### src/rtl/sb_pkg.sv
// scoreboard package with register, data widths and functional-unit encoding
package sb_pkg;

  // ----------------------------------------------------------
  // register file geometry
  // ----------------------------------------------------------

  // width of an integer register address
  localparam int unsigned REG_ADDR_W = 5;

  // number of integer registers, x0 included
  localparam int unsigned NR_REGS = 2 ** REG_ADDR_W;

  // ----------------------------------------------------------
  // datapath
  // ----------------------------------------------------------

  // width of a result returned by a functional unit
  localparam int unsigned XLEN = 32;

  // ----------------------------------------------------------
  // functional units
  // ----------------------------------------------------------

  // unit that executes an instruction and later writes its rd
  // FU_NONE means no unit is involved and the entry completes by itself
  typedef enum logic [2:0] {
    // no execution needed, e.g. nop or a fence
    FU_NONE   = 3'd0,
    // integer alu
    FU_ALU    = 3'd1,
    // load unit
    FU_LOAD   = 3'd2,
    // store unit
    FU_STORE  = 3'd3,
    // multiplier / divider
    FU_MULT   = 3'd4,
    // branch unit
    FU_BRANCH = 3'd5,
    // csr access
    FU_CSR    = 3'd6
  } fu_e;

endpackage
### src/rtl/scoreboard.sv
// in-order instruction scoreboard top level joining entry store, clobber table and forwarding
`timescale 1ns/1ps

module scoreboard #(
  // queue depth, power of two
  parameter int unsigned NR_ENTRIES  = 8,
  parameter int unsigned NR_WB_PORTS = 2
) (
  input  logic                                           clk_i,
  input  logic                                           rst_ni,
  input  logic                                           flush_i,
  // issue side
  input  logic                                           dec_valid_i,
  input  logic [sb_pkg::REG_ADDR_W-1:0]                  dec_rd_i,
  input  sb_pkg::fu_e                                    dec_fu_i,
  input  logic                                           issue_ack_i,
  output logic                                           issue_valid_o,
  output logic                                           dec_ack_o,
  output logic [$clog2(NR_ENTRIES)-1:0]                  issue_trans_id_o,
  output logic                                           sb_full_o,
  // write-back side
  input  logic [NR_WB_PORTS-1:0]                         wb_valid_i,
  input  logic [NR_WB_PORTS-1:0][$clog2(NR_ENTRIES)-1:0] wb_trans_id_i,
  input  logic [NR_WB_PORTS-1:0][sb_pkg::XLEN-1:0]       wb_data_i,
  // commit side
  output logic                                           commit_valid_o,
  output logic [$clog2(NR_ENTRIES)-1:0]                  commit_trans_id_o,
  output logic [sb_pkg::REG_ADDR_W-1:0]                  commit_rd_o,
  output sb_pkg::fu_e                                    commit_fu_o,
  output logic [sb_pkg::XLEN-1:0]                        commit_result_o,
  input  logic                                           commit_ack_i,
  // operand read side
  input  logic [sb_pkg::REG_ADDR_W-1:0]                  rs1_i,
  input  logic [sb_pkg::REG_ADDR_W-1:0]                  rs2_i,
  output logic [sb_pkg::XLEN-1:0]                        rs1_o,
  output logic                                           rs1_valid_o,
  output logic [sb_pkg::XLEN-1:0]                        rs2_o,
  output logic                                           rs2_valid_o,
  // pending writer per register
  output sb_pkg::fu_e [sb_pkg::NR_REGS-1:0]              rd_clobber_o
);

  // per-slot state shared by the clobber table and forwarding
  logic [NR_ENTRIES-1:0]                         entry_issued;
  logic [NR_ENTRIES-1:0]                         entry_valid;
  logic [NR_ENTRIES-1:0][sb_pkg::REG_ADDR_W-1:0] entry_rd;
  sb_pkg::fu_e [NR_ENTRIES-1:0]                  entry_fu;
  logic [NR_ENTRIES-1:0][sb_pkg::XLEN-1:0]       entry_result;

  // ----------------------------------------------------------
  // queue of issued instructions
  // ----------------------------------------------------------
  sb_entry_store #(
    .NR_ENTRIES  (NR_ENTRIES),
    .NR_WB_PORTS (NR_WB_PORTS)
  ) entry_store_inst (
    .clk_i             (clk_i),
    .rst_ni            (rst_ni),
    .flush_i           (flush_i),
    .dec_valid_i       (dec_valid_i),
    .dec_rd_i          (dec_rd_i),
    .dec_fu_i          (dec_fu_i),
    .issue_ack_i       (issue_ack_i),
    .issue_valid_o     (issue_valid_o),
    .dec_ack_o         (dec_ack_o),
    .issue_trans_id_o  (issue_trans_id_o),
    .sb_full_o         (sb_full_o),
    .wb_valid_i        (wb_valid_i),
    .wb_trans_id_i     (wb_trans_id_i),
    .wb_data_i         (wb_data_i),
    .commit_valid_o    (commit_valid_o),
    .commit_trans_id_o (commit_trans_id_o),
    .commit_rd_o       (commit_rd_o),
    .commit_fu_o       (commit_fu_o),
    .commit_result_o   (commit_result_o),
    .commit_ack_i      (commit_ack_i),
    .entry_issued_o    (entry_issued),
    .entry_valid_o     (entry_valid),
    .entry_rd_o        (entry_rd),
    .entry_fu_o        (entry_fu),
    .entry_result_o    (entry_result)
  );

  // ----------------------------------------------------------
  // destination hazards
  // ----------------------------------------------------------
  sb_clobber_table #(
    .NR_ENTRIES (NR_ENTRIES)
  ) clobber_table_inst (
    .entry_issued_i (entry_issued),
    .entry_rd_i     (entry_rd),
    .entry_fu_i     (entry_fu),
    .rd_clobber_o   (rd_clobber_o)
  );

  // ----------------------------------------------------------
  // source operand bypass
  // ----------------------------------------------------------
  sb_operand_fwd #(
    .NR_ENTRIES  (NR_ENTRIES),
    .NR_WB_PORTS (NR_WB_PORTS)
  ) operand_fwd_inst (
    .rs1_i          (rs1_i),
    .rs2_i          (rs2_i),
    .wb_valid_i     (wb_valid_i),
    .wb_trans_id_i  (wb_trans_id_i),
    .wb_data_i      (wb_data_i),
    .entry_issued_i (entry_issued),
    .entry_valid_i  (entry_valid),
    .entry_rd_i     (entry_rd),
    .entry_result_i (entry_result),
    .rs1_o          (rs1_o),
    .rs1_valid_o    (rs1_valid_o),
    .rs2_o          (rs2_o),
    .rs2_valid_o    (rs2_valid_o)
  );

endmodule

### src/rtl/sb_operand_fwd.sv
// rs1/rs2 operand forwarding from write-back ports and completed scoreboard entries
`timescale 1ns/1ps

module sb_operand_fwd #(
  parameter int unsigned NR_ENTRIES  = 8,
  parameter int unsigned NR_WB_PORTS = 2
) (
  // source register addresses
  input  logic [sb_pkg::REG_ADDR_W-1:0]                  rs1_i,
  input  logic [sb_pkg::REG_ADDR_W-1:0]                  rs2_i,
  // write-back ports, same cycle bypass
  input  logic [NR_WB_PORTS-1:0]                         wb_valid_i,
  input  logic [NR_WB_PORTS-1:0][$clog2(NR_ENTRIES)-1:0] wb_trans_id_i,
  input  logic [NR_WB_PORTS-1:0][sb_pkg::XLEN-1:0]       wb_data_i,
  // per-slot view from the entry store
  input  logic [NR_ENTRIES-1:0]                          entry_issued_i,
  input  logic [NR_ENTRIES-1:0]                          entry_valid_i,
  input  logic [NR_ENTRIES-1:0][sb_pkg::REG_ADDR_W-1:0]  entry_rd_i,
  input  logic [NR_ENTRIES-1:0][sb_pkg::XLEN-1:0]        entry_result_i,
  // forwarded operands
  output logic [sb_pkg::XLEN-1:0]                        rs1_o,
  output logic                                           rs1_valid_o,
  output logic [sb_pkg::XLEN-1:0]                        rs2_o,
  output logic                                           rs2_valid_o
);

  // index 0 is rs1, index 1 is rs2
  logic [sb_pkg::REG_ADDR_W-1:0] src_addr [2];
  logic [sb_pkg::XLEN-1:0]       src_data [2];
  logic                          src_valid [2];

  assign src_addr[0] = rs1_i;
  assign src_addr[1] = rs2_i;

  // ----------------------------------------------------------
  // per-source fixed-priority select
  // ----------------------------------------------------------
  for (genvar s = 0; s < 2; s++) begin : gen_src
    always_comb begin : sel
      src_valid[s] = 1'b0;
      src_data[s]  = '0;
      // completed entries, lowest slot ends up on top
      for (int i = NR_ENTRIES - 1; i >= 0; i--) begin
        if (entry_issued_i[i] && entry_valid_i[i] && (entry_rd_i[i] == src_addr[s])) begin
          src_valid[s] = 1'b1;
          src_data[s]  = entry_result_i[i];
        end
      end
      // result on a write-back port is newer than anything stored
      for (int p = NR_WB_PORTS - 1; p >= 0; p--) begin
        if (wb_valid_i[p] && entry_issued_i[wb_trans_id_i[p]] &&
            (entry_rd_i[wb_trans_id_i[p]] == src_addr[s])) begin
          src_valid[s] = 1'b1;
          src_data[s]  = wb_data_i[p];
        end
      end
      // x0 always comes from the register file
      if (src_addr[s] == '0) begin
        src_valid[s] = 1'b0;
        src_data[s]  = '0;
      end
    end
  end

  assign rs1_o       = src_data[0];
  assign rs1_valid_o = src_valid[0];
  assign rs2_o       = src_data[1];
  assign rs2_valid_o = src_valid[1];

endmodule

### src/rtl/sb_clobber_table.sv
// clobber table giving the functional unit that will write each integer register
`timescale 1ns/1ps

module sb_clobber_table #(
  parameter int unsigned NR_ENTRIES = 8
) (
  // per-slot view from the entry store
  input  logic [NR_ENTRIES-1:0]                         entry_issued_i,
  input  logic [NR_ENTRIES-1:0][sb_pkg::REG_ADDR_W-1:0] entry_rd_i,
  input  sb_pkg::fu_e [NR_ENTRIES-1:0]                  entry_fu_i,
  // one unit per register, FU_NONE when nothing is pending
  output sb_pkg::fu_e [sb_pkg::NR_REGS-1:0]             rd_clobber_o
);

  localparam int unsigned RA_W = sb_pkg::REG_ADDR_W;

  // ----------------------------------------------------------
  // register match matrix
  // ----------------------------------------------------------

  // hit[r][i] when slot i is issued and writes register r
  logic [sb_pkg::NR_REGS-1:0][NR_ENTRIES-1:0] hit;

  always_comb begin : match
    for (int unsigned r = 0; r < sb_pkg::NR_REGS; r++) begin
      for (int unsigned i = 0; i < NR_ENTRIES; i++) begin
        hit[r][i] = entry_issued_i[i] & (entry_rd_i[i] == RA_W'(r));
      end
    end
    // x0 is hardwired, a write to it is never a hazard
    hit[0] = '0;
  end

  // ----------------------------------------------------------
  // fixed-priority select, lowest slot index wins
  // ----------------------------------------------------------
  always_comb begin : select
    for (int unsigned r = 0; r < sb_pkg::NR_REGS; r++) begin
      rd_clobber_o[r] = sb_pkg::FU_NONE;
      // walk down so that the lowest hit is assigned last
      for (int i = NR_ENTRIES - 1; i >= 0; i--) begin
        if (hit[r][i]) begin
          rd_clobber_o[r] = entry_fu_i[i];
        end
      end
    end
  end

endmodule

### src/rtl/sb_entry_store.sv
// scoreboard entry queue with issue, write-back, auto-completion, commit and flush
`timescale 1ns/1ps

module sb_entry_store #(
  // queue depth as a power of two
  parameter int unsigned NR_ENTRIES  = 8,
  parameter int unsigned NR_WB_PORTS = 2
) (
  input  logic                                                  clk_i,
  input  logic                                                  rst_ni,
  input  logic                                                  flush_i,
  // decoded instruction from the decoder
  input  logic                                                  dec_valid_i,
  input  logic [sb_pkg::REG_ADDR_W-1:0]                         dec_rd_i,
  input  sb_pkg::fu_e                                           dec_fu_i,
  input  logic                                                  issue_ack_i,
  output logic                                                  issue_valid_o,
  output logic                                                  dec_ack_o,
  output logic [$clog2(NR_ENTRIES)-1:0]                         issue_trans_id_o,
  output logic                                                  sb_full_o,
  // write-back ports
  input  logic [NR_WB_PORTS-1:0]                                wb_valid_i,
  input  logic [NR_WB_PORTS-1:0][$clog2(NR_ENTRIES)-1:0]        wb_trans_id_i,
  input  logic [NR_WB_PORTS-1:0][sb_pkg::XLEN-1:0]              wb_data_i,
  // commit port showing the head of the queue
  output logic                                                  commit_valid_o,
  output logic [$clog2(NR_ENTRIES)-1:0]                         commit_trans_id_o,
  output logic [sb_pkg::REG_ADDR_W-1:0]                         commit_rd_o,
  output sb_pkg::fu_e                                           commit_fu_o,
  output logic [sb_pkg::XLEN-1:0]                               commit_result_o,
  input  logic                                                  commit_ack_i,
  // per-slot view for clobber table and forwarding
  output logic [NR_ENTRIES-1:0]                                 entry_issued_o,
  output logic [NR_ENTRIES-1:0]                                 entry_valid_o,
  output logic [NR_ENTRIES-1:0][sb_pkg::REG_ADDR_W-1:0]         entry_rd_o,
  output sb_pkg::fu_e [NR_ENTRIES-1:0]                          entry_fu_o,
  output logic [NR_ENTRIES-1:0][sb_pkg::XLEN-1:0]               entry_result_o
);

  localparam int unsigned ID_W = $clog2(NR_ENTRIES);

  // slot control bits
  logic [NR_ENTRIES-1:0] issued_q, issued_d;
  logic [NR_ENTRIES-1:0] valid_q, valid_d;
  // slot payload
  logic [NR_ENTRIES-1:0][sb_pkg::REG_ADDR_W-1:0] rd_q;
  sb_pkg::fu_e [NR_ENTRIES-1:0]                  fu_q;
  logic [NR_ENTRIES-1:0][sb_pkg::XLEN-1:0]       result_q;

  // pointers and occupancy
  logic [ID_W-1:0] issue_ptr_q, commit_ptr_q, cnt_q;
  logic            issue_full;
  logic            issue_en;
  logic            commit_en;

  // ----------------------------------------------------------
  // issue handshake
  // ----------------------------------------------------------

  // one slot is kept free so full means NR_ENTRIES-1 in flight
  assign issue_full       = (cnt_q == ID_W'(NR_ENTRIES - 1));
  assign sb_full_o        = issue_full;
  assign issue_valid_o    = dec_valid_i & ~issue_full;
  assign dec_ack_o        = issue_ack_i & ~issue_full;
  assign issue_trans_id_o = issue_ptr_q;

  // flush takes precedence over an accepted instruction
  assign issue_en = dec_valid_i & dec_ack_o & ~flush_i;

  // ----------------------------------------------------------
  // commit port
  // ----------------------------------------------------------

  // head is offered once it is issued and has its result
  assign commit_valid_o    = issued_q[commit_ptr_q] & valid_q[commit_ptr_q];
  assign commit_trans_id_o = commit_ptr_q;
  assign commit_rd_o       = rd_q[commit_ptr_q];
  assign commit_fu_o       = fu_q[commit_ptr_q];
  assign commit_result_o   = result_q[commit_ptr_q];

  // only retire a head that is actually offered
  assign commit_en = commit_ack_i & commit_valid_o & ~flush_i;

  // ----------------------------------------------------------
  // next state of the slot control bits
  // ----------------------------------------------------------
  always_comb begin : ctrl_next
    issued_d = issued_q;
    valid_d  = valid_q;
    // entries without a unit complete one cycle after issue
    for (int unsigned i = 0; i < NR_ENTRIES; i++) begin
      if (issued_q[i] && (fu_q[i] == sb_pkg::FU_NONE)) begin
        valid_d[i] = 1'b1;
      end
    end
    // stale write-back IDs after a flush hit free slots and are dropped
    for (int unsigned p = 0; p < NR_WB_PORTS; p++) begin
      if (wb_valid_i[p] && issued_q[wb_trans_id_i[p]]) begin
        valid_d[wb_trans_id_i[p]] = 1'b1;
      end
    end
    // retire the head
    if (commit_en) begin
      issued_d[commit_ptr_q] = 1'b0;
      valid_d[commit_ptr_q]  = 1'b0;
    end
    // new entry starts without a result
    if (issue_en) begin
      issued_d[issue_ptr_q] = 1'b1;
      valid_d[issue_ptr_q]  = 1'b0;
    end
  end

  always_ff @(posedge clk_i or negedge rst_ni) begin : ctrl_regs
    if (!rst_ni) begin
      issued_q     <= '0;
      valid_q      <= '0;
      issue_ptr_q  <= '0;
      commit_ptr_q <= '0;
      cnt_q        <= '0;
    end else if (flush_i) begin
      // full flush empties every slot
      issued_q     <= '0;
      valid_q      <= '0;
      issue_ptr_q  <= '0;
      commit_ptr_q <= '0;
      cnt_q        <= '0;
    end else begin
      issued_q     <= issued_d;
      valid_q      <= valid_d;
      // pointers wrap since the depth is a power of two
      issue_ptr_q  <= issue_ptr_q + ID_W'(issue_en);
      commit_ptr_q <= commit_ptr_q + ID_W'(commit_en);
      cnt_q        <= cnt_q + ID_W'(issue_en) - ID_W'(commit_en);
    end
  end

  // ----------------------------------------------------------
  // slot payload
  // ----------------------------------------------------------
  always_ff @(posedge clk_i) begin : payload_regs
    // higher port is written last and wins on a shared ID
    for (int unsigned p = 0; p < NR_WB_PORTS; p++) begin
      if (wb_valid_i[p] && issued_q[wb_trans_id_i[p]]) begin
        result_q[wb_trans_id_i[p]] <= wb_data_i[p];
      end
    end
    if (issue_en) begin
      rd_q[issue_ptr_q]     <= dec_rd_i;
      fu_q[issue_ptr_q]     <= dec_fu_i;
      result_q[issue_ptr_q] <= '0;
    end
  end

  assign entry_issued_o = issued_q;
  assign entry_valid_o  = valid_q;
  assign entry_rd_o     = rd_q;
  assign entry_fu_o     = fu_q;
  assign entry_result_o = result_q;

endmodule

### config.mk
export PLATFORM = sky130hd
export DESIGN_NAME = scoreboard
export DESIGN_NICKNAME = d
export VERILOG_FILES = /design/src/rtl/sb_pkg.sv /design/src/rtl/scoreboard.sv /design/src/rtl/sb_operand_fwd.sv /design/src/rtl/sb_clobber_table.sv /design/src/rtl/sb_entry_store.sv
export SDC_FILE = /design/constraint.sdc
export NUM_CORES = 2
export LEC_CHECK = 0
export ABC_CLOCK_PERIOD_IN_PS = 10100
export BUFFER_PORTS_ARGS = -buffer_cell sky130_fd_sc_hd__buf_2
export CORE_MARGIN = 2
export CORE_UTILIZATION = 25
export CTS_CLUSTER_DIAMETER = 150
export CTS_CLUSTER_SIZE = 16
export DETAILED_ROUTE_END_ITERATION = 8
export PLACE_DENSITY_LB_ADDON = 0.05
export SETUP_SLACK_MARGIN = 0.2
export SLEW_MARGIN = 15
export SYNTH_ARGS = -nofsm -noshare
export SYNTH_HDL_FRONTEND = slang
export SYNTH_SLANG_ARGS = --single-unit
export TNS_END_PERCENT = 30
### constraint.sdc
create_clock -name clk_i -period 10.1 [get_ports clk_i]
set_clock_uncertainty 0.1 [all_clocks]
set_input_delay 0 -clock clk_i [delete_from_list [all_inputs] [get_ports clk_i]]
set_output_delay 0 -clock clk_i [all_outputs]
set_load 0.03 [all_outputs]
# Word-level counts from Yosys, hierarchy flattened
# Index checks and enable logic that the tools add are counted.
# word_totals
ff_bits	345
in_bits	96
output_inout_bits	212
wordCells	983
# classes
n_addsub	4
n_lt_le_gt_ge	8
eq_ne	269
muxes	354
bitwise_logic	267
n_reduce_logical	52
# op_table
operator	n
two-way mux 32 bit	26
two-way mux 256 bit	3
two-way mux 3 bit	253
== test 5 bit (second input constant)	128
bitwise mux 256 bit	2
== test 5 x 4 -> 1 bit (second input constant)	64
demux 32 bit (select 3 bit)	3
bitwise AND 256 bit	1
NOT 256 bit	1
bitwise AND 1 bit	255
== test 5 x 3 -> 1 bit (second input constant)	32
== test 5 bit	20
binary-select mux 32 bit (select 3 bit)	1
== test 5 x 2 -> 1 bit (second input constant)	16
two-way mux 8 bit	8
binary-select mux 5 bit (select 3 bit)	3
logical AND 1 bit	42
bitwise mux 40 bit	1
== test 5 x 1 -> 1 bit (second input constant)	8
two-way mux 1 bit	38
bitwise AND 8 bit	3
bitwise mux 24 bit	1
logical NOT 3 bit	8
bitwise OR 8 bit	3
14 further kinds	34

# Longest topological paths before layout
# depth
ltp_word	13
depth_mapped	18

# Cells and area by module
# From an unflattened synthesis, not the netlist that was laid out.
# hier_totals
cells_unflattened	4868
area_unflattened_um2	35011.1
# by_module_without_submodules
module	instances	cells_per_inst	area_per_inst_um2	seq_area_each_um2
sb_entry_store	1	2037	17503.0	7672.4
sb_clobber_table	1	1649	9894.5	0.0
sb_operand_fwd	1	1182	7613.6	0.0

# Least setup slack after synthesis
# OpenSTA, ideal clock, no wires.
# synth_timing
path_kind	register to register
start	reg entry_store_inst.commit_ptr_q[2] (netlist: entry_store_inst.commit_trans_id_o[2])
end	reg entry_store_inst.cnt_q[2]
setup_time_ns	0.132
arrival_time_ns	3.883
slack_ns	5.985
path_stages_with_launch	18
synth_period_minus_slack_ns	4.115
path_cell_list	dfrtp_1 -> clkbuf_1 -> inv_1 -> nor3_1 -> a22o_1 -> a221oi_1 -> a32oi_1 -> nand2_1 -> clkbuf_1 -> nor2_1 -> ha_1 -> inv_1 -> ha_1 -> inv_1 -> fa_1 -> xor2_1 -> xnor2_1 -> nor2_1
# synth_between
elab_chain_len	7
elab_cells_between_ends	9
# synth_lines
element	line_no	rtl
start, declared	sb_entry_store.sv:51	logic [ID_W-1:0] issue_ptr_q, commit_ptr_q, cnt_q;
start signal, assigned	sb_entry_store.sv:133	commit_ptr_q <= commit_ptr_q + ID_W'(commit_en);
binary-select mux 1 bit (select 3 bit)	sb_entry_store.sv:75	assign commit_valid_o = issued_q[commit_ptr_q] & valid_q[commit_ptr_q];
two-way mux 1 bit (implied by the code)	sb_entry_store.sv:75	
bitwise AND 1 bit (*)	sb_entry_store.sv:75	
named net commit_valid_o	scoreboard.sv:26	output logic commit_valid_o,
bitwise AND 1 bit (*) (2 in a row)	sb_entry_store.sv:82	assign commit_en = commit_ack_i & commit_valid_o & ~flush_i;
subtractor 3 x 1 -> 3 bit (*)	sb_entry_store.sv:134	cnt_q <= cnt_q + ID_W'(issue_en) - ID_W'(commit_en);
two-way mux 3 bit (*)	sb_entry_store.sv:121	end else if (flush_i) begin
end signal, assigned	sb_entry_store.sv:134	
end, declared	sb_entry_store.sv:51	
# The timed path passes the listed nets; every way through them passes the cells marked *. The select of a mux whose other input is x is not followed.
# A chain may end at the register's enable or synchronous reset.

# Worst setup path in the final report
# layout_timing
start	reg entry_store_inst.rd_q (netlist bit entry_store_inst.entry_rd_o[5])
end	out rs1_o[21] in the netlist's numbering
# layout_between
elab_chain_len	7
elab_cells_between_ends	15
# layout_lines
element	line_no	rtl
start, declared	sb_entry_store.sv:46	logic [NR_ENTRIES-1:0][sb_pkg::REG_ADDR_W-1:0] rd_q;
start signal, assigned by index	sb_entry_store.sv:149	rd_q[issue_ptr_q] <= dec_rd_i;
binary-select mux 5 bit (select 3 bit) / == test 5 bit (equally long branches)	sb_operand_fwd.sv:52, sb_operand_fwd.sv:44	
two-way mux 5 bit (implied by the code) / logical AND 1 bit (equally long branches)	sb_operand_fwd.sv:52, sb_operand_fwd.sv:44	
== test 5 bit / two-way mux 32 bit (equally long branches)	sb_operand_fwd.sv:52, sb_operand_fwd.sv:44	
logical AND 1 bit / two-way mux 32 bit (equally long branches)	sb_operand_fwd.sv:51, sb_operand_fwd.sv:44	
two-way mux 32 bit	sb_operand_fwd.sv:51	if (wb_valid_i[p] && entry_issued_i[wb_trans_id_i[p]] &&
two-way mux 32 bit (*)	sb_operand_fwd.sv:51	
two-way mux 32 bit (*)	sb_operand_fwd.sv:58	if (src_addr[s] == '0) begin
end, declared	scoreboard.sv:35	output logic [sb_pkg::XLEN-1:0] rs1_o,
# Mark *: on every way between the ends. The rest lies on a longest branch, timed or not. The select of a mux whose other input is x is not followed.

==> metrics.md <==
| Metric | Value |
|---|---|
| Status | `completed` |
| Main synth FF type | `dfxtp_1` |
| Vias in the first global route | `35540` |
| Type of element capturing the critical path | `primary output` |
| Sequential share of the synthesized area | `0.2397` |
| Vias | `37130` |
| Cell count of the worst hold path | `2` |
| Synth Area in Simple Gates | `0.1983` |
| Clock insertion delay at the later pin of the skew report | `0.62 ns` |
| Hold path startpoint | `dec_rd_i[4]` |
| Std cell rows | `131` |
| Maxcap violations | `0` |
| DR vias/cell | `6.139` |
| Slew headroom | `0.2138` |
| Min cycle time layout | `5.467 ns` |
| DR WL/cell | `34.26 µm` |
| Starting Density | `0.2513` |
| First-pass GRT wire length | `285800 µm` |
| Critical Path Fanout Max | `18` |
| Clock Sinks | `345` |
| Largest net degree at the start of global routing | `66` |
| H-tree depth | `1` |
| Max clock buf depth | `3` |
| Setup Crit Path Kind | `reg2out` |
| TNS Setup | `0 ns` |
| CTS tree | `yes` |
| Adder-cell share of the synthesized area | `0.002971` |
| Critical Path AT | `5.37 ns` |
| Final setup violation count | `0` |
| VDD IR max | `0.1124 mV` |
| 1st-iter DRT viols | `4077` |
| GR Util All Layers | `0.3023` |
| Area of the core | `127400 µm²` |
| Ranking of synthesized cells by area | `dfxtp_1, mux2i_1, a211oi_1` |
| XOR/XNOR Fraction of Synth Area | `0.02791` |
| Top Ports | `308` |
| Worst slew pin tran | `1.177 ns` |
| Slew Limit Fails | `0` |
| Post-synthesis mux area share | `0.1313` |
| Initial antenna violation count | `13` |
| Number of buffers created by CTS | `25` |
| Layout Utilization | `0.2858` |
| Post_cts resized | `0` |
| Postcts setup bufs | `0` |
| End of the worst hold path | `entry_store_inst.entry_rd_o[29]` |
| RSZ-0062 raised after global routing | `false` |
| Number of flops mapped to enable cells by yosys | `64` |
| Synth top area share | `0.1601` |
| Residual DRC count | `0` |
| Multi-input gate area | `22410 µm²` |
| Die span in y | `361.8 µm` |
| FF+latch area | `7672 µm²` |
| R2R Setup Slk | `5.46 ns` |
| Final WL | `207200 µm` |
| Final critical-path share of the clock period | `0.5413` |
| Die Area | `130900 µm²` |
| IO Port Bufs | `304` |
| Root Driver | `clkbuf_16` |
| Layout filler cell count | `13880` |
| Synth Register Bits | `345` |
| DP HPWL | `129000 µm` |
| Hold Crit Class | `in2reg` |
| Total gr overflow | `0` |
| Ys async rst share | `0.07246` |
| FF-to-FF Start | `entry_store_inst.commit_trans_id_o[1]` |
| Layout area overhead | `13.71%` |
| CP Launch Type | `flop` |
| Power per Cell Area | `82.63 nW/µm²` |
| Cell taking the most area after synthesis | `dfxtp_1` |
| Combinational family with the most area after synthesis | `compound AO/OA/AOI/OAI gates` |
| Layout cells sized above 1 | `0.1189` |
| Commonest cells post-synth | `nor2_1, mux2i_1, clkbuf_1` |
| Reg-to-Reg End | `entry_store_inst.cnt_q[2]` |
| Most numerous cell in the Yosys netlist | `nor2_1` |
| Post-Synthesis Cells | `4342` |
| Post-synthesis cell type count | `87` |
| Fin nets | `4478` |
| Gpl congestion | `0.8811` |
| Final Hold Viols | `0` |
| Post-Syn Area per Cell | `7.372 µm²` |
| Post-Syn Area | `32010 µm²` |
| Post-route ant nets | `0` |
| Static leakage | `13.55 nW` |
| Critical path data required time | `10.00 ns` |
| Die width | `361.8 µm` |
| Max Freq | `0.1829 GHz` |
| Clock slew at reported path FFs | `0.09 ns` |
| Yosys warning count | `0` |
| Compound-cell area share of the yosys netlist | `0.3290` |
| Cell count of the worst reg-to-reg path | `15` |
| Drt pass-1 iters | `6` |
## per-stage QoR
step	power (W)	cells	setup slack (ns)	hold slack, ns	cell area (µm²)
floorplan	0.001792	4344	5.985	-0.3956	32020
global placement	0.001935	5898	5.388	-0.03419	34560
detailed placement	0.001929	5898	5.355	-0.04311	34560
CTS	0.003024	6045	4.659	0.1136	36380
global route	0.003107	6046	4.612	0.1604	36390
finish	0.003008	6048	4.633	0.1385	36400
## kinds of logic after synthesis
group                      count (synthesis)
other                                      1
DFF                                      345
adders and majority gates                  7
and+or+nand+nor                         1397
AOI/OAI and AO/OA                       1545
xor gates and xnor gates                 102
buffers and inverters                    544
muxes                                    401
## area by class of cell
class	instances	area share
tap	1662	0.05713
antenna	3	0.0002062
multi-input combinational	3455	0.6157
timing repair buffer	520	0.09432
clock inverter	2	0.0009625
inverter	28	0.002887
clock buffer	33	0.01801
sequential	345	0.2108
## worst max-delay path, cell delays in order (launching register included)
cell      delay [ns]
edfxtp_1        0.71
mux4_1          0.62
mux2i_1         0.36
xor2_1          0.18
o21ai_1         0.13
nor4b_4         0.53
nand3b_1        0.88
buf_4           0.49
nor3_1          0.10
a221o_1         0.46
buf_2           0.27
## metal layers
layer	global-route usage	part of all wire	up-vias
met5	0	0.00018	-
met3	0.03370	0.061	563
met2	0.5108	0.47	1937
li1	-	-	16430
met1	0.3779	0.41	18190
met4	0.1578	0.059	6
## power by group
group | internal, W | total (W) | switching (W)
clock | 0.000478 | 0.00107 | 0.000588
sequential | 0.00148 | 0.00158 | 0.000102
combinational | 0.000151 | 0.000362 | 0.000211
total | 0.00211 | 0.00301 | 0.000901
## how the worst max path moves through the flow
stage / from / endpoint / slack [ns] / cells past startpoint
2_1_floorplan: entry_store_inst.commit_trans_id_o[2] / entry_store_inst.cnt_q[2] / 5.99 / 17
3_3_place_gp: entry_store_inst.entry_rd_o[5] / rs1_o[21] / 5.39 / 10
3_5_place_dp: entry_store_inst.entry_rd_o[5] / rs1_o[21] / 5.36 / 10
4_1_cts: entry_store_inst.entry_rd_o[5] / rs1_o[21] / 4.66 / 10
5_1_grt: entry_store_inst.entry_rd_o[5] / rs1_o[21] / 4.61 / 10
6_report: entry_store_inst.entry_rd_o[5] / rs1_o[21] / 4.63 / 10
## cell usage in the layout, fill, tap and decap left out, drive strengths merged, types with 11 or more instances in the layout
master | synthesis | layout
nor2 | 609 | 609
buf | 137 | 409
mux2i | 386 | 386
a211oi | 358 | 358
nand2 | 340 | 340
a21oi | 291 | 291
dfxtp | 256 | 256
o21ai | 224 | 224
a22oi | 204 | 204
dlygate4sd3 | 0 | 111
nand3 | 102 | 102
nor3 | 92 | 92
a31oi | 85 | 85
a211o | 66 | 66
o22ai | 65 | 65
edfxtp | 64 | 64
a221oi | 63 | 63
a221o | 62 | 62
nand4 | 62 | 62
xnor2 | 56 | 56
o211ai | 49 | 49
xor2 | 46 | 46
clkbuf | 379 | 33
nor2b | 29 | 29
inv | 27 | 27
dfrtp | 25 | 25
or3 | 25 | 25
nand2b | 24 | 24
nand3b | 19 | 19
o311ai | 19 | 19
nor4 | 17 | 17
nor4b | 16 | 16
and2 | 15 | 15
mux4 | 12 | 12
a21boi | 11 | 11
## sequential cells by signal, summed over array words and instances, names as in the netlist
register	flops
entry_store_inst.cnt_q	3
entry_store_inst.commit_trans_id_o	3
entry_store_inst.entry_rd_o	40
entry_store_inst.entry_valid_o	8
entry_store_inst.entry_fu_o	24
entry_store_inst.entry_issued_o	8
entry_store_inst.issue_trans_id_o	3
entry_store_inst.entry_result_o	256
## repair_timing
action	4_1_cts	5_1_grt
setup endpoints to repair	0	0
endpoints found under the hold margin	366	0
hold buffers	112	0
Power figures use the tool's default switching activity.
